**config.mk**
```make
export PLATFORM = sky130hd
export DESIGN_NAME = branchCondition
export DESIGN_NICKNAME = d
export VERILOG_FILES = /design/src/datapathPkg.sv /design/src/branchCondition.sv
export SDC_FILE = /design/constraint.sdc
export NUM_CORES = 1
export LEC_CHECK = 0
export BUFFER_PORTS_ARGS = -buffer_cell sky130_fd_sc_hd__buf_4
export CELL_PAD_IN_SITES_DETAIL_PLACEMENT = 1
export CELL_PAD_IN_SITES_GLOBAL_PLACEMENT = 2
export CORE_MARGIN = 2
export CORE_UTILIZATION = 10
export DETAILED_ROUTE_END_ITERATION = 8
export PLACE_DENSITY_LB_ADDON = 0.1
export SKIP_LAST_GASP = 1
export SYNTH_ARGS = -nofsm -noshare
export SYNTH_HDL_FRONTEND = slang
export SYNTH_SLANG_ARGS = --single-unit
```
**constraint.sdc**
```tcl
create_clock -name Clock -period 1.8 [get_ports Clock]
set_input_delay 0.36 -clock Clock [delete_from_list [all_inputs] [get_ports Clock]]
set_output_delay 0.36 -clock Clock [all_outputs]
set_load 0.005 [all_outputs]
```
**src/datapathPkg.sv**
```systemverilog
/*
 * Datapath package.
 * Shared widths, opcodes, branch conditions, the per-step control word
 * and instruction field positions for the bus-based RISC datapath.
 */
package datapathPkg;

	localparam int wordWidth = 32;
	localparam int regIndexWidth = 4;
	localparam int memAddrWidth = 9;
	localparam int numRegs = 16;
	localparam int memWords = 512;

	// instruction field positions.
	localparam int opcodeMsb = 31;
	localparam int opcodeLsb = 27;
	localparam int raMsb = 26;
	localparam int raLsb = 23;
	localparam int rbMsb = 22;
	localparam int rbLsb = 19;
	localparam int rcMsb = 18;
	localparam int rcLsb = 15;
	localparam int immWidth = 19;
	localparam int condMsb = 20;
	localparam int condLsb = 19;

	typedef logic [wordWidth-1:0] word_t;
	typedef logic [regIndexWidth-1:0] regIndex_t;
	typedef logic [memAddrWidth-1:0] memAddr_t;

	typedef enum logic [4:0] {
		opAdd = 5'b00011,
		opSub = 5'b00100,
		opShr = 5'b00101,
		opShl = 5'b00110,
		opAnd = 5'b01001,
		opOr = 5'b01010,
		opNeg = 5'b10000,
		opNot = 5'b10001,
		opBranch = 5'b10010
	} aluOp_t;

	typedef enum logic [1:0] {
		condZero = 2'b00,
		condNonZero = 2'b01,
		condPositive = 2'b10,
		condNegative = 2'b11
	} branchCond_t;

	// one step of strobes, applied at the next rising edge.
	typedef struct packed {
		logic read;
		logic write;
		logic incPc;
		logic gra;
		logic grb;
		logic grc;
		logic rIn;
		logic rOut;
		logic baOut;
		logic yIn;
		logic zIn;
		logic pcIn;
		logic irIn;
		logic marIn;
		logic mdrIn;
		logic inPortIn;
		logic outPortIn;
		logic conIn;
		logic yOut;
		logic zOut;
		logic pcOut;
		logic mdrOut;
		logic inPortOut;
		logic cOut;
		aluOp_t op;
	} controlWord_t;

endpackage

```
**src/branchCondition.sv**
```systemverilog
/*
 * Branch condition logic.
 * Tests the bus word against the C2 field of IR and keeps the CON flag.
 */
`timescale 1ns/1ps

module branchCondition (
	input logic Clock,
	input logic reset,
	input datapathPkg::word_t ir,
	input datapathPkg::word_t bus,
	input logic conIn,
	output logic conFlag
);

	datapathPkg::branchCond_t cond;
	logic taken;

	assign cond = datapathPkg::branchCond_t'(ir[datapathPkg::condMsb:datapathPkg::condLsb]);

	always_comb begin
		case (cond)
			datapathPkg::condZero: taken = (bus == '0);
			datapathPkg::condNonZero: taken = (bus != '0);
			datapathPkg::condPositive: taken = ~bus[datapathPkg::wordWidth-1];
			default: taken = bus[datapathPkg::wordWidth-1]; // brmi.
		endcase
	end

	always_ff @(posedge Clock) begin
		if (reset) begin
			conFlag <= 1'b0;
		end else if (conIn) begin
			conFlag <= taken;
		end
	end

endmodule

```
==> flow_summary.yaml <==
logic_synthesis:
  yosysSeqAreaShare: 0.1404
  synth_top_family_by_area: "simple AND/OR/NAND/NOR gates"
  synthMuxAreaShare: 0
  synth_area_leaders: "nor4_1 31%, dfxtp_1 14%, nand2_1 7.9%, a311oi_1 6.1%, and4_1 6.1%"
  synth_area_um2: 142.6
  avgSynthCellArea_um2: 6.484
  synth_top_cell_area_share: 0.3070
  syn_nets: 89
  synth_cell_types: 13
  synth_simple_gate_area_frac: 0.7632
  synth_xor_area_frac: 0
  yosysWarnings: 0
  synth_compound_area_frac: 0.09649
  synth.ff_latch_count: 1
  yosys.area.top_type: "nor4_1"
  syn_inst: 22
  synth_fa_ha_area_frac: 0
routing:
  drt_iter0_drc: 0
  vias: 330
  dr.pass1.iters: 1
  ant_nets: 0
  vias_per_cell: 4.459
  totalWireLength_um: 748
  post_drt_wl_per_cell_um: 10.11
  drc_errors: 0
die:
  die_y_um: 41.77
  core_region_area_um2: 1318
  num_rows: 13
  die-area_um2: 1744
  start_util: 0.1083
  num_io_pins: 68
  die_w_um: 41.77
timing:
  min_period_ns: 1.724
  fin_tns_setup_ns: 0
  relSlewSlack: 0.8235
  min_period_over_period: 0.9577
  hold_ws_ns: 0.6742
  fmax_mhz: 580.1
  setup_viol: 0
  finalHoldViolCount: 0
  drv_slew: 0
  fin_skew_ns: 0
  worstMarginPinSlew_ns: 0.2624
place:
  gp_congestion: 0.6399
  numPortBuffers: 37
  dpl.hpwl_um: 720
  dp_cells: 74
  placed_cell_area_um2: 439.2
job:
  drv_cap: 0
pwr:
  switchingPower_w: 0.00001971
  irDropWorstVdd_uv: 60.36
  seqPwrFrac: 0.247
  combPwrFrac: 0.753
  p_leak_nw: 0.2092
  intPower_w: 0.00008170
  power.share.clock: 0
  power_density_nw_per_um2: 224.5
  netSwitchingFraction: 0.1944
layout:
  final_layout_size_suffix_gt1_frac: 0.6610
  num-nets-final: 128
  syn_to_final_growth_pct: 216.7
  mostFrequentLayoutCells: "37 x buf_4, 5 x nor4_1, 3 x nand2_1"
  largestRegisters: "conFlag x1"
  n_antenna_cell: 0
  top_register: "conFlag"
  final_common_cell: "buf_4"
  design_area_um2: 451.7
  n_fill_cell: 159
  final_util: 0.3428
  largest_register_ffs: 1
  stdcell_count: 74
grt:
  grt_pass1_wl_um: 1179
  antenna_found_initial: 0
  grt-ovfl-total: 0
  grt.total_usage: 0.08007
  grt_start_max_net_pins: 5
  grt_pass1_vias: 306
clock_network:
  postCtsHoldBufs: 0
  clock_latency_ns: 0
  clk_pin_slew_ns: 0
min_path:
  hp-class: "flop to flop"
worst_setup_path:
  cp_data_required_time_ns: 1.68
  critPathMaxFanout: 2
  worst_ep_arrival_time_ns: 1.61
  worstSetupStartpointType: "primary input"
  cp-end-kind: "flop"
  worstSetupPathType: "primary input to flop"
status:
  outcome: "finished, final reports clean"
## power by group through the flow
stage	combinational [W]	sequential [W]	clock [W]
3_5_place_dp	0.0000750	0.0000252	0
6_report	0.0000763	0.0000251	0
4_1_cts	0.0000751	0.0000252	0
5_1_grt	0.0000838	0.0000256	0
3_3_place_gp	0.0000742	0.0000251	0
2_1_floorplan	0.00000996	0.0000252	0
## stage by stage
| step | total power, W | setup WS, ns |
|---|---|---|
| 3_5_place_dp | 0.0001002 | 0.02773 |
| 4_1_cts | 0.0001003 | 0.03313 |
| 5_1_grt | 0.0001094 | -0.002967 |
| 6_report | 0.0001014 | 0.07606 |
| 2_1_floorplan | 0.00003518 | 0.2861 |
| 3_3_place_gp | 0.00009930 | 0.03025 |
## synth_stat cells (all sizes together)
library cell,n
nor4,7
nand2,3
nor2,2
a311oi,1
and4,1
dfxtp,1
nand3,1
nand4,1
nor2b,1
nor3,1
nor3b,1
o21ai,1
or4,1
## kinds of logic after synthesis
logic type         after synthesis
AOI/OAI and AO/OA                2
DFF                              1
and+or+nand+nor                 19
## final timing paths
| path | end | cells after the start | slack (ns) | startpoint |
|---|---|---|---|---|
| worst min-delay path | conFlag$_SDFFE_PP0P_ | 3 | 0.67 | conFlag$_SDFFE_PP0P_ |
| worst max register to register | conFlag$_SDFFE_PP0P_ | 3 | 0.96 | conFlag$_SDFFE_PP0P_ |
| worst max-delay path | conFlag$_SDFFE_PP0P_ | 5 | 0.08 | bus[5] |
| worst min register to register | conFlag$_SDFFE_PP0P_ | 3 | 0.67 | conFlag$_SDFFE_PP0P_ |
## worst max-delay path: stages
cell and delay (ns):
buf_4 0.11, nor4_1 0.29, nand4_1 0.14, or4_1 0.53, and4_1 0.18
## what timing repair did
item,CTS,global route
endpoints found under the setup margin,0,1
setup buffers,0,0
resized for setup,0,2
## cell type report
class	count	area, um2	area share
repair buffers	37	277.8	0.6150
well taps	15	18.77	0.04155
multi-input cells	21	135.1	0.2992
flip-flops and latches	1	20.02	0.04432
## metal layers
metal | track usage | vias up | share of wire
met5 | 0 | - | 0
met4 | 0 | 0 | 0
met1 | 0.09769 | 141 | 0.34
li1 | - | 167 | -
met2 | 0.1563 | 22 | 0.52
met3 | 0.008696 | 0 | 0.14
(Power assumes the default switching activity.)
