### src/datapathPkg.sv
/*
 * Datapath package.
 * Shared widths, opcodes, branch conditions, the per-step control word
 * and instruction field positions for the bus-based RISC datapath.
 */
package datapathPkg;

	localparam int wordWidth = 32;
	localparam int regIndexWidth = 4;
	localparam int memAddrWidth = 9;
	localparam int numRegs = 16;
	localparam int memWords = 512;

	// instruction field positions.
	localparam int opcodeMsb = 31;
	localparam int opcodeLsb = 27;
	localparam int raMsb = 26;
	localparam int raLsb = 23;
	localparam int rbMsb = 22;
	localparam int rbLsb = 19;
	localparam int rcMsb = 18;
	localparam int rcLsb = 15;
	localparam int immWidth = 19;
	localparam int condMsb = 20;
	localparam int condLsb = 19;

	typedef logic [wordWidth-1:0] word_t;
	typedef logic [regIndexWidth-1:0] regIndex_t;
	typedef logic [memAddrWidth-1:0] memAddr_t;

	typedef enum logic [4:0] {
		opAdd = 5'b00011,
		opSub = 5'b00100,
		opShr = 5'b00101,
		opShl = 5'b00110,
		opAnd = 5'b01001,
		opOr = 5'b01010,
		opNeg = 5'b10000,
		opNot = 5'b10001,
		opBranch = 5'b10010
	} aluOp_t;

	typedef enum logic [1:0] {
		condZero = 2'b00,
		condNonZero = 2'b01,
		condPositive = 2'b10,
		condNegative = 2'b11
	} branchCond_t;

	// one step of strobes, applied at the next rising edge.
	typedef struct packed {
		logic read;
		logic write;
		logic incPc;
		logic gra;
		logic grb;
		logic grc;
		logic rIn;
		logic rOut;
		logic baOut;
		logic yIn;
		logic zIn;
		logic pcIn;
		logic irIn;
		logic marIn;
		logic mdrIn;
		logic inPortIn;
		logic outPortIn;
		logic conIn;
		logic yOut;
		logic zOut;
		logic pcOut;
		logic mdrOut;
		logic inPortOut;
		logic cOut;
		aluOp_t op;
	} controlWord_t;

endpackage

### src/arithLogicUnit.sv
/*
 * Arithmetic logic unit.
 * Combines Y with the bus word for the selected opcode; incPc turns it
 * into a plain increment of the bus word for the PC update.
 */
`timescale 1ns/1ps

module arithLogicUnit (
	input datapathPkg::word_t y,
	input datapathPkg::word_t b,
	input datapathPkg::aluOp_t op,
	input logic incPc,
	output datapathPkg::word_t result
);

	logic [4:0] shiftCount;

	assign shiftCount = b[4:0];

	always_comb begin
		if (incPc) begin
			result = b + 1'b1;
		end else begin
			case (op)
				datapathPkg::opAdd: begin
					result = y + b;
				end
				datapathPkg::opSub: begin
					result = y - b;
				end
				datapathPkg::opAnd: begin
					result = y & b;
				end
				datapathPkg::opOr: begin
					result = y | b;
				end
				datapathPkg::opShr: begin
					result = y >> shiftCount; // logical.
				end
				datapathPkg::opShl: begin
					result = y << shiftCount;
				end
				datapathPkg::opNeg: begin
					result = -b;
				end
				datapathPkg::opNot: begin
					result = ~b;
				end
				default: begin
					result = '0;
				end
			endcase
		end
	end

endmodule

### config.mk
export PLATFORM = sky130hd
export DESIGN_NAME = arithLogicUnit
export DESIGN_NICKNAME = d
export VERILOG_FILES = /design/src/datapathPkg.sv /design/src/arithLogicUnit.sv
export SDC_FILE = /design/constraint.sdc
export NUM_CORES = 1
export LEC_CHECK = 0
export BUFFER_PORTS_ARGS = -buffer_cell sky130_fd_sc_hd__buf_2
export CAP_MARGIN = 20
export CORE_MARGIN = 4
export CORE_UTILIZATION = 40
export DETAILED_ROUTE_END_ITERATION = 6
export MAX_ROUTING_LAYER = met4
export PLACE_DENSITY = 0.54
export SYNTH_ARGS = -nofsm -noshare
export SYNTH_HDL_FRONTEND = slang
export SYNTH_SLANG_ARGS = --single-unit
### constraint.sdc
create_clock -name vclk -period 4.25
set_input_delay 0 -clock vclk [all_inputs]
set_output_delay 0 -clock vclk [all_outputs]
set_load 0.02 [all_outputs]
==> results.py <==
metrics = {
    "status": {
        "status": "finished with violations",
        "failed_checks": "DRC",
    },
    "finish": {
        "layout.core_utilization_pct": 44.69,
        "finalNetCount": 1532,
        "finish.cell_count_without_fillers": 1633,
        "layout.sequential_cells": 0,
        "num-clock-buffers": 0,
        "final_layout_size_suffix_gt1_share_pct": 14.86,
        "fillerInstances": 2392,
        "area_occupied_by_multi_input_gates_mm2": 0.008472,
        "layout-area-overhead-vs-synth_pct": 8.377,
        "area.sequential_um2": 0,
        "diode_insertion_count_for_antenna_repair": 0,
    },
    "detailed_routing": {
        "drtIter0Drc": 1361,
        "wirelength_mm": 43.82,
        "route.met2.wl_mm": 20.17,
        "met1Wirelength_mm": 18.10,
        "highest_layer": "met4",
        "post-route-drc-count": 1,
        "drt_first_pass_iters": 7,
        "ant_nets": 0,
        "drt-vias-per-instance": 6.804,
        "detailroute.wirelength.met3_mm": 3.511,
        "wl_per_cell_um": 26.84,
        "num_vias": 11110,
    },
    "place": {
        "placement.setup.worst_slack_ns": 0.4834,
        "routabilityCongestion": 1.008,
        "dpl.cell_count": 1633,
        "dp_hpwl_mm": 34.37,
        "placement.io_buffers": 102,
    },
    "grt": {
        "grt_pass1_vias": 10440,
        "grt_max_degree": 65,
        "grt.total_usage_pct": 33.33,
        "grt_remaining_overflow": 0,
        "grt_antenna_before_repair": 0,
        "grt_first_pass_wirelength_mm": 65.20,
    },
    "clock_network": {
        "cts_resized": 0,
        "postCtsSetupBuffers": 0,
        "post_cts_hold_buffer_count": 0,
    },
    "pwr": {
        "ir_worst_vdd_uv": 74.03,
        "power_density_mw_per_mm2": 136.0,
        "power_leakage_uw": 0.004336,
    },
    "worst_setup_path": {
        "data_required_time_at_the_worst_endpoint_ns": 4.25,
        "type_of_the_setup_path_with_the_least_slack": "in2out",
        "path_max_fanout": 33,
        "startpoint_type_of_the_worst_setup_path": "input port",
        "crit_path_end_kind": "output pin",
        "worstPathArrival_ns": 3.82,
    },
    "logic_synthesis": {
        "synth.yosys.seq_area_share_pct": 0,
        "synth_top_family_by_area": "compound AO/OA/AOI/OAI gates",
        "synth_simple_gate_area_share_pct": 19.82,
        "count_of_cell_types_in_the_netlist": 75,
        "synth.mux.area_fraction_pct": 15.89,
        "synth_fa_ha_area_share_pct": 14.86,
        "ys_warnings": 0,
        "postSynthCellCount": 1313,
        "synthesis.area_per_instance_um2": 6.939,
        "synth-compound-area-share_pct": 34.18,
        "netlist_area_mm2": 0.009111,
        "synth-xor-area-share_pct": 7.965,
        "synthesized_netlist_net_count": 1490,
    },
    "sta": {
        "maxSlewViolCount": 0,
        "final_layout_setup_total_negative_slack_ns": 0,
        "layout_min_cycle_time_ns": 3.818,
        "hold_viol": 0,
        "layout_worst_path_cycle_share_pct": 89.85,
        "max_freq_ghz": 0.2619,
        "rsz0062_at_grt": "false",
        "final-setup-viol-count": 0,
        "hold_slack_ns": 0.4921,
        "worstMarginPinSlew_ns": 1.066,
        "relSlewSlack_pct": 28.83,
        "post-route-worst-setup-slack_ns": 0.4316,
    },
    "floorplanning": {
        "floorplan.initialDensity_pct": 41.24,
        "fp.dieW_um": 158.9,
        "floorplan.die.height_um": 158.9,
        "core_area_mm2": 0.02209,
        "io_pins": 102,
        "row_count": 54,
        "area_of_the_die_mm2": 0.02526,
    },
    "job": {
        "timing.max_cap.violations": 0,
    },
    "worst_hold_path": {
        "hold_class": "in2out",
    },
}
==> routing by layer <==
metal | vias up | global-route usage, %
li1 | 5069 | -
met3 | 114 | 2.514
met1 | 5315 | 44.24
met5 | - | -
met2 | 613 | 53.61
met4 | 0 | 12.03
==> path summary, 6_finish.rpt <==
path	from	endpoint	cells after the start
setup / recovery	op[4]	result[31]	15
hold / removal	b[26]	result[26]	4
==> worst max-delay path, stage by stage <==
cell and delay (ns):
sky130_fd_sc_hd__buf_2 0.18, sky130_fd_sc_hd__nor3b_2 0.27, sky130_fd_sc_hd__buf_12 0.23, sky130_fd_sc_hd__a21oi_1 0.10, sky130_fd_sc_hd__ha_1 0.34, sky130_fd_sc_hd__a21o_1 0.22, sky130_fd_sc_hd__a21o_1 0.19, sky130_fd_sc_hd__a221o_1 0.33
sky130_fd_sc_hd__a41o_1 0.32, sky130_fd_sc_hd__a2111oi_2 0.35, sky130_fd_sc_hd__nor3_1 0.14, sky130_fd_sc_hd__a41oi_1 0.41, sky130_fd_sc_hd__mux2i_1 0.13, sky130_fd_sc_hd__o32a_1 0.39, sky130_fd_sc_hd__buf_2 0.17
==> per-stage QoR <==
stage	cell area [um2]	total power (uW)
2_1_floorplan	9111	878.9
3_3_place_gp	9874	1307
3_5_place_dp	9874	1303
4_1_cts	9874	1311
5_1_grt	9874	1434
6_report	9874	1343
==> cells in the mapped netlist, types with 6 or more instances <==
cell | n | share of area [%]
sky130_fd_sc_hd__xnor2_1 | 53 | 5.1
sky130_fd_sc_hd__buf_1 | 9 | 0.37
sky130_fd_sc_hd__a211o_1 | 7 | 0.67
sky130_fd_sc_hd__a22oi_1 | 17 | 1.4
sky130_fd_sc_hd__o21ai_0 | 75 | 4.1
sky130_fd_sc_hd__or3_1 | 10 | 0.69
sky130_fd_sc_hd__xor2_1 | 28 | 2.7
sky130_fd_sc_hd__inv_1 | 73 | 3.0
sky130_fd_sc_hd__o31ai_1 | 10 | 0.82
sky130_fd_sc_hd__nand2b_1 | 7 | 0.48
sky130_fd_sc_hd__ha_1 | 105 | 14
sky130_fd_sc_hd__a21o_1 | 39 | 3.2
sky130_fd_sc_hd__o221ai_1 | 11 | 1.1
sky130_fd_sc_hd__buf_2 | 12 | 0.66
sky130_fd_sc_hd__nand2_1 | 108 | 4.4
sky130_fd_sc_hd__and2_1 | 7 | 0.48
sky130_fd_sc_hd__nand3_1 | 33 | 1.8
sky130_fd_sc_hd__o21ai_1 | 6 | 0.33
sky130_fd_sc_hd__and4_1 | 8 | 0.77
sky130_fd_sc_hd__a211oi_1 | 26 | 2.1
sky130_fd_sc_hd__nor2_1 | 123 | 5.1
sky130_fd_sc_hd__clkbuf_1 | 68 | 2.8
sky130_fd_sc_hd__mux2i_1 | 40 | 4.4
sky130_fd_sc_hd__nand4_1 | 14 | 0.96
sky130_fd_sc_hd__and3_1 | 14 | 0.96
sky130_fd_sc_hd__o211ai_1 | 19 | 1.6
sky130_fd_sc_hd__o22ai_1 | 55 | 3.8
sky130_fd_sc_hd__a221oi_1 | 22 | 2.1
sky130_fd_sc_hd__nor4_1 | 8 | 0.55
sky130_fd_sc_hd__a21oi_1 | 136 | 7.5
sky130_fd_sc_hd__mux2_2 | 10 | 1.2
sky130_fd_sc_hd__nor3_1 | 25 | 1.4
sky130_fd_sc_hd__mux4_2 | 41 | 10
sky130_fd_sc_hd__a31oi_1 | 8 | 0.55
==> placed cells by master, fill, tap and decap left out, types with 25 or more instances in the layout <==
cell	count
sky130_fd_sc_hd__nand3_1	33
sky130_fd_sc_hd__inv_1	73
sky130_fd_sc_hd__ha_1	105
sky130_fd_sc_hd__xnor2_1	53
sky130_fd_sc_hd__mux2i_1	40
sky130_fd_sc_hd__a21oi_1	136
sky130_fd_sc_hd__buf_2	101
sky130_fd_sc_hd__mux4_2	41
sky130_fd_sc_hd__xor2_1	28
sky130_fd_sc_hd__o22ai_1	55
sky130_fd_sc_hd__a21o_1	39
sky130_fd_sc_hd__buf_4	30
sky130_fd_sc_hd__nand2_1	108
sky130_fd_sc_hd__nor3_1	25
sky130_fd_sc_hd__o21ai_0	75
sky130_fd_sc_hd__a211oi_1	26
sky130_fd_sc_hd__nor2_1	122
==> logic make-up after synthesis <==
group           after synthesis
xor+xnor                     82
simple gates                382
fa+ha+maj                   107
compound gates              482
buf+inv                     168
mux                          92
==> final cells by class <==
class	count	area share, %
multi-input combinational	1145	85.80
timing repair buffer	133	7.805
tap	280	3.548
inverter	75	2.851
==> power breakdown <==
part / total, uW / internal, uW / switching [uW]
Clock: 0 / 0 / 0
Sequential: 0 / 0 / 0
Combinational: 1340 / 495 / 848
Total: 1340 / 495 / 848
Note: power is estimated with default switching activity, not from simulation.
