## src/datapathPkg.sv

```systemverilog
/*
 * Datapath package.
 * Shared widths, opcodes, branch conditions, the per-step control word
 * and instruction field positions for the bus-based RISC datapath.
 */
package datapathPkg;

	localparam int wordWidth = 32;
	localparam int regIndexWidth = 4;
	localparam int memAddrWidth = 9;
	localparam int numRegs = 16;
	localparam int memWords = 512;

	// instruction field positions.
	localparam int opcodeMsb = 31;
	localparam int opcodeLsb = 27;
	localparam int raMsb = 26;
	localparam int raLsb = 23;
	localparam int rbMsb = 22;
	localparam int rbLsb = 19;
	localparam int rcMsb = 18;
	localparam int rcLsb = 15;
	localparam int immWidth = 19;
	localparam int condMsb = 20;
	localparam int condLsb = 19;

	typedef logic [wordWidth-1:0] word_t;
	typedef logic [regIndexWidth-1:0] regIndex_t;
	typedef logic [memAddrWidth-1:0] memAddr_t;

	typedef enum logic [4:0] {
		opAdd = 5'b00011,
		opSub = 5'b00100,
		opShr = 5'b00101,
		opShl = 5'b00110,
		opAnd = 5'b01001,
		opOr = 5'b01010,
		opNeg = 5'b10000,
		opNot = 5'b10001,
		opBranch = 5'b10010
	} aluOp_t;

	typedef enum logic [1:0] {
		condZero = 2'b00,
		condNonZero = 2'b01,
		condPositive = 2'b10,
		condNegative = 2'b11
	} branchCond_t;

	// one step of strobes, applied at the next rising edge.
	typedef struct packed {
		logic read;
		logic write;
		logic incPc;
		logic gra;
		logic grb;
		logic grc;
		logic rIn;
		logic rOut;
		logic baOut;
		logic yIn;
		logic zIn;
		logic pcIn;
		logic irIn;
		logic marIn;
		logic mdrIn;
		logic inPortIn;
		logic outPortIn;
		logic conIn;
		logic yOut;
		logic zOut;
		logic pcOut;
		logic mdrOut;
		logic inPortOut;
		logic cOut;
		aluOp_t op;
	} controlWord_t;

endpackage

```

## src/registerFile.sv

```systemverilog
/*
 * General register file.
 * Sixteen 32-bit registers addressed by the Ra, Rb or Rc field of IR.
 * Register 0 reads as zero when driven onto the bus through baOut.
 */
`timescale 1ns/1ps

module registerFile (
	input logic Clock,
	input logic reset,
	input datapathPkg::word_t bus,
	input datapathPkg::word_t ir,
	input logic gra,
	input logic grb,
	input logic grc,
	input logic rIn,
	input logic rOut,
	input logic baOut,
	output datapathPkg::word_t readData
);

	datapathPkg::word_t regs [datapathPkg::numRegs];
	datapathPkg::regIndex_t sel;

	// select-and-encode.
	always_comb begin
		if (gra) begin
			sel = ir[datapathPkg::raMsb:datapathPkg::raLsb];
		end else if (grb) begin
			sel = ir[datapathPkg::rbMsb:datapathPkg::rbLsb];
		end else if (grc) begin
			sel = ir[datapathPkg::rcMsb:datapathPkg::rcLsb];
		end else begin
			sel = '0;
		end
	end

	always_ff @(posedge Clock) begin
		if (reset) begin
			for (int i = 0; i < datapathPkg::numRegs; i++) begin
				regs[i] <= '0;
			end
		end else if (rIn) begin
			regs[sel] <= bus;
		end
	end

	// base-address read forces r0 to zero.
	always_comb begin
		if (baOut && sel == '0) begin
			readData = '0;
		end else if (rOut || baOut) begin
			readData = regs[sel];
		end else begin
			readData = '0; // not driving the bus.
		end
	end

endmodule

```

## config.mk

```make
export PLATFORM = sky130hd
export DESIGN_NAME = registerFile
export DESIGN_NICKNAME = d
export VERILOG_FILES = /design/src/datapathPkg.sv /design/src/registerFile.sv
export SDC_FILE = /design/constraint.sdc
export NUM_CORES = 1
export LEC_CHECK = 0
export ABC_AREA = 1
export BUFFER_PORTS_ARGS = -buffer_cell sky130_fd_sc_hd__buf_4
export CORE_AREA = 2 2 233 235
export CTS_CLUSTER_SIZE = 25
export DETAILED_ROUTE_END_ITERATION = 10
export DIE_AREA = 0 0 235 237
export HOLD_SLACK_MARGIN = 0.02
export PLACE_DENSITY_LB_ADDON = 0.2
export SLEW_MARGIN = 20
export SYNTH_ARGS = -nofsm -noshare
export SYNTH_HDL_FRONTEND = slang
export SYNTH_SLANG_ARGS = --single-unit
export TNS_END_PERCENT = 1
```

## constraint.sdc

```tcl
create_clock -name Clock -period 3.65 [get_ports Clock]
set_input_delay 0.365 -clock Clock [delete_from_list [all_inputs] [get_ports Clock]]
set_output_delay 0.365 -clock Clock [all_outputs]
set_load 0.05 [all_outputs]
```

==> results of run 1 <==
## kinds of logic (layout without fill, tap and decap cells)
group,count (synthesis),after routing,share of synthesized area
compound gates,253,253,0.0567
buf+inv,345,424,0.0618
flops,512,512,0.648
simple gates,1451,1451,0.233
## per-layer routing
metal	GRT usage	vias to the layer above
met5	0	-
met4	0.0784	0
met3	0.0345	103
met2	0.415	682
met1	0.331	8696
li1	-	8317
## cell usage after synthesis, drive strengths merged
library cell	instances	share of area
buf	96	0.022
or2	1	0.00026
clkbuf	84	0.013
edfxtp	512	0.65
nand3	43	0.0091
o21bai	31	0.0098
a21oi	2	0.00042
clkinv	2	0.00032
nor3	4	0.0017
nor2	801	0.13
a31oi	1	0.00026
nand2	602	0.096
o21ai	218	0.046
inv	163	0.026
o22ai	1	0.00026
## power by group
group	internal, uW	switching, uW
logic	529	1400
registers	6830	89.8
clock network	2910	2300
total	10300	3790
## worst max-delay path, cell delays in order
cell	delay [ns]
buf_4	0.13
a21oi_1	0.15
nand2_2	0.21
nand2_8	0.22
buf_12	0.20
buf_12	0.31
buf_4	0.28
nor2_1	0.05
o21ai_0	0.16
nand2_1	0.07
nand2_1	0.06
nand2_1	0.05
nor2_1	0.15
buf_4	0.23
## layout make-up
class	instances	area, um^2
Fill cell	4897	26300
Sequential cell	512	15400
Multi-Input combinational cell	1704	6990
Clock buffer	71	1480
Timing Repair Buffer	159	1440
Tap cell	696	871
Inverter	165	624
Clock inverter	29	169
## worst paths after layout
check	start	endpoint	cells past startpoint
setup / recovery	grb	readData[12]	14
hold / removal	bus[27]	regs[2][27]	3
## metrics by stage
stage,setup slack [ns],instances,hold slack [ns],util
CTS,0.535,3336,0.329,0.506
detailed placement,0.542,3236,0.976,0.475
floorplan,1.05,2561,0.641,-
global route,0.332,3336,0.369,0.506
global placement,0.559,3236,0.962,0.475
finish,0.572,3336,0.349,0.506
==> results.yml, run 1 <==
routing:
  drt_iter0_drc: 1873
  top_layer: "met4"
  wirelength_met1_um: 28400
  drc: 0
  vias: 17798
  met2WireLength_um: 33400
  first_pass_iters: 5
  wirelength_um: 68600
  ant_nets: 0
  route.met3.wl_um: 4950
  routedWlPerCell_um: 20.6
  via_per_inst: 5.34
yosys:
  yosysWarnings: 0
  netlist_area_mm2: 0.0237
  synth_fp_nets: 2633
  ys_seq_area_frac: 0.648
  synth_area_per_cell_um2: 9.27
  synth-seq-cells: 512
  syn_inst: 2561
  ys_types: 24
clocking:
  cts_hold_buffers: 0
  cts_tree: "done"
  cts_resized: 0
  clockBufferDepth: 3
  cts_buffers: 55
  post_cts_buffers: 0
  htree_levels: 2
  clk_pin_slew_ns: 0.07
  cts_sinks: 512
  cts-root-buf: "clkbuf_16"
cells_and_area:
  final_cell_mix: "nor2_1, nand2_1, edfxtp_1"
  top_regs: "regs x512"
  drive_gt1_frac: 0.0996
  largest_reg_flops: 512
  largest_register: "regs"
  post-route-cell-area_mm2: 0.0270
  final_nets: 2669
  antenna_cells: 0
  area_growth_pct: 13.6
  final_common_cell: "nor2_1"
run:
  cap_viol_max_count: 0
global_route:
  antenna_found_initial: 0
  grt-ovfl-total: 0
  track_usage: 0.247
  grt_pass1_wl_um: 103000
  first_global_vias: 17082
  grt_max_degree: 86
placement:
  place_hpwl_um: 39100
  port_buffers: 83
  placed_cell_area_mm2: 0.0253
  gp_congestion: 0.812
sta:
  setup_tns_ns: 0
  slew_headroom: 0.471
  rsz0062_at_grt: "no"
  max_slew.worst_pin.slew_ns: 0.792
  hold_viol_final: 0
  finalSetupViolCount: 0
  post-route-period-util: 0.843
  fmax_mhz: 325
  fin_crit_ns: 3.08
  slew_viol_final: 0
floorplanning:
  die_x_um: 235
  die_y_um: 237
  dieArea_mm2: 0.0557
  core_mm2: 0.0533
  io_pins: 104
  start_util: 0.445
  rows: 85
power_and_ir_drop:
  p_leak_uw: 0.0113
  powerDensity_mw_per_mm2: 522
  vdd_ir_drop_max_mv: 0.340
  total_power_uw: 14100
setup_path:
  critPathMaxFanout: 78
  worstSetupPathType: "input port to primary output"
  critical_path_arrival_ns: 2.71
  worstSetupStartpointType: "input port"
  worst_setup_path_end_kind: "primary output"
  cp.required_ns: 3.28
min_path:
  worstHoldPathType: "input port to flip-flop"
outcome:
  run_status: "complete, no violations"
Note: power is estimated with default switching activity, not from simulation.
==> inputs of run 2 (changes only) <==
==> constraint.sdc (replaced) <==
create_clock -name Clock -period 3.2 [get_ports Clock]
set_input_delay 0.32 -clock Clock [delete_from_list [all_inputs] [get_ports Clock]]
set_output_delay 0.32 -clock Clock [all_outputs]
set_load 0.05 [all_outputs]
==> results.yml, run 2 (same netlist as run 1, synthesis figures left out) <==
sta:
  hold_viol_final: 0
  slew_viol_final: 0
  max_slew.worst_pin.slew_ns: 0.827
  fmax_mhz: 338
  setup_tns_ns: 0
  slew_headroom: 0.448
  post-route-period-util: 0.924
  rsz0062_at_grt: "no"
  finalSetupViolCount: 0
  fin_crit_ns: 2.96
clocking:
  cts_hold_buffers: 0
  clk_pin_slew_ns: 0.06
  cts_buffers: 53
  cts_sinks: 512
  clockBufferDepth: 3
  cts_resized: 0
  post_cts_buffers: 0
  htree_levels: 2
  cts-root-buf: "clkbuf_16"
  cts_tree: "done"
global_route:
  grt_pass1_wl_um: 103000
  track_usage: 0.246
  antenna_found_initial: 1
  grt_max_degree: 113
  first_global_vias: 16972
  grt-ovfl-total: 0
power_and_ir_drop:
  vdd_ir_drop_max_mv: 0.392
  powerDensity_mw_per_mm2: 590
  p_leak_uw: 0.0113
setup_path:
  cp.required_ns: 2.88
  worst_setup_path_end_kind: "primary output"
  worstSetupStartpointType: "input port"
  critical_path_arrival_ns: 2.64
  worstSetupPathType: "input port to primary output"
  critPathMaxFanout: 17
placement:
  gp_congestion: 0.786
  port_buffers: 83
  placed_cell_area_mm2: 0.0253
  place_hpwl_um: 38800
floorplanning:
  die_y_um: 237
  start_util: 0.445
  dieArea_mm2: 0.0557
  die_x_um: 235
  core_mm2: 0.0533
  rows: 85
  io_pins: 104
cells_and_area:
  largest_reg_flops: 512
  antenna_cells: 0
  largest_register: "regs"
  final_cell_mix: "nor2_1, nand2_1, edfxtp_1"
  final_common_cell: "nor2_1"
  final_nets: 2660
  n_fill_cell: 4867
  multi_input_comb_area_mm2: 0.00699
  area_growth_pct: 13.4
  top_regs: "regs x512"
  post-route-cell-area_mm2: 0.0269
  seqCellArea_mm2: 0.0154
  drive_gt1_frac: 0.0971
routing:
  first_pass_iters: 7
  routedWlPerCell_um: 20.7
  vias: 17626
  wirelength_um: 68700
  via_per_inst: 5.30
  drc: 0
  drt_iter0_drc: 1685
  ant_nets: 0
outcome:
  run_status: "complete, no violations"
run:
  cap_viol_max_count: 0
min_path:
  worstHoldPathType: "input port to flip-flop"
  min_path_cells: 3
## run 2: cell types whose count changed in the layout (fill, tap and decap cells not counted), sizes merged
cell	previous run	this run
clkinv	28	27
clkinvlp	0	1
bufinv	1	2
buf	159	152
inv	165	164
clkbuf	71	65
## run 2: worst paths after layout
check,slack [ns],end,startpoint
setup / recovery,0.24,readData[10],gra
hold / removal,0.27,regs[6][2],bus[2]
## run 2: power by group
group | leakage, uW | switching (uW) | internal, uW
Clock | 0.000766 | 2580 | 3190
Combinational | 0.00561 | 1600 | 608
Sequential | 0.00488 | 101 | 7780
Total | 0.0113 | 4290 | 11600
## run 2: per-layer routing
metal / track usage / vias up / share of wire
met5: 0 / - / 0.00015
met4: 0.0959 / 2 / 0.037
met3: 0.0443 / 131 / 0.079
met2: 0.405 / 697 / 0.47
met1: 0.324 / 8504 / 0.41
li1: - / 8292 / -
## run 2: cell type report
cell class	instances	share of cell area
clock buffers	65	0.0510
flip-flops and latches	512	0.571
repair buffers	152	0.0550
clock inverters	29	0.00758
inverters	165	0.0232
well taps	696	0.0324
multi-input cells	1704	0.260
## run 2: critical path, cell delays in order
cell and delay [ns]:
buf_4 0.12, inv_2 0.11, nand2_1 0.07, o22ai_1 0.48
inv_1 0.16, nor2_4 0.61, buf_4 0.34, nand2_1 0.08
nand2_1 0.06, nor2_1 0.07, buf_4 0.20
## run 2: per-stage QoR
| step | instances | total power, uW | setup WS, ns | util | hold WS [ns] |
|---|---|---|---|---|---|
| after detailed placement | 3229 | 10200 | 0.269 | 0.476 | 0.911 |
| after floorplan | 2561 | 9400 | 0.642 | - | 0.596 |
| after CTS | 3323 | 15900 | 0.311 | 0.505 | 0.252 |
| after global placement | 3229 | 10200 | 0.328 | 0.476 | 0.901 |
| after global routing | 3323 | 16400 | 0.0856 | 0.505 | 0.307 |
| final | 3323 | 15900 | 0.244 | 0.505 | 0.269 |
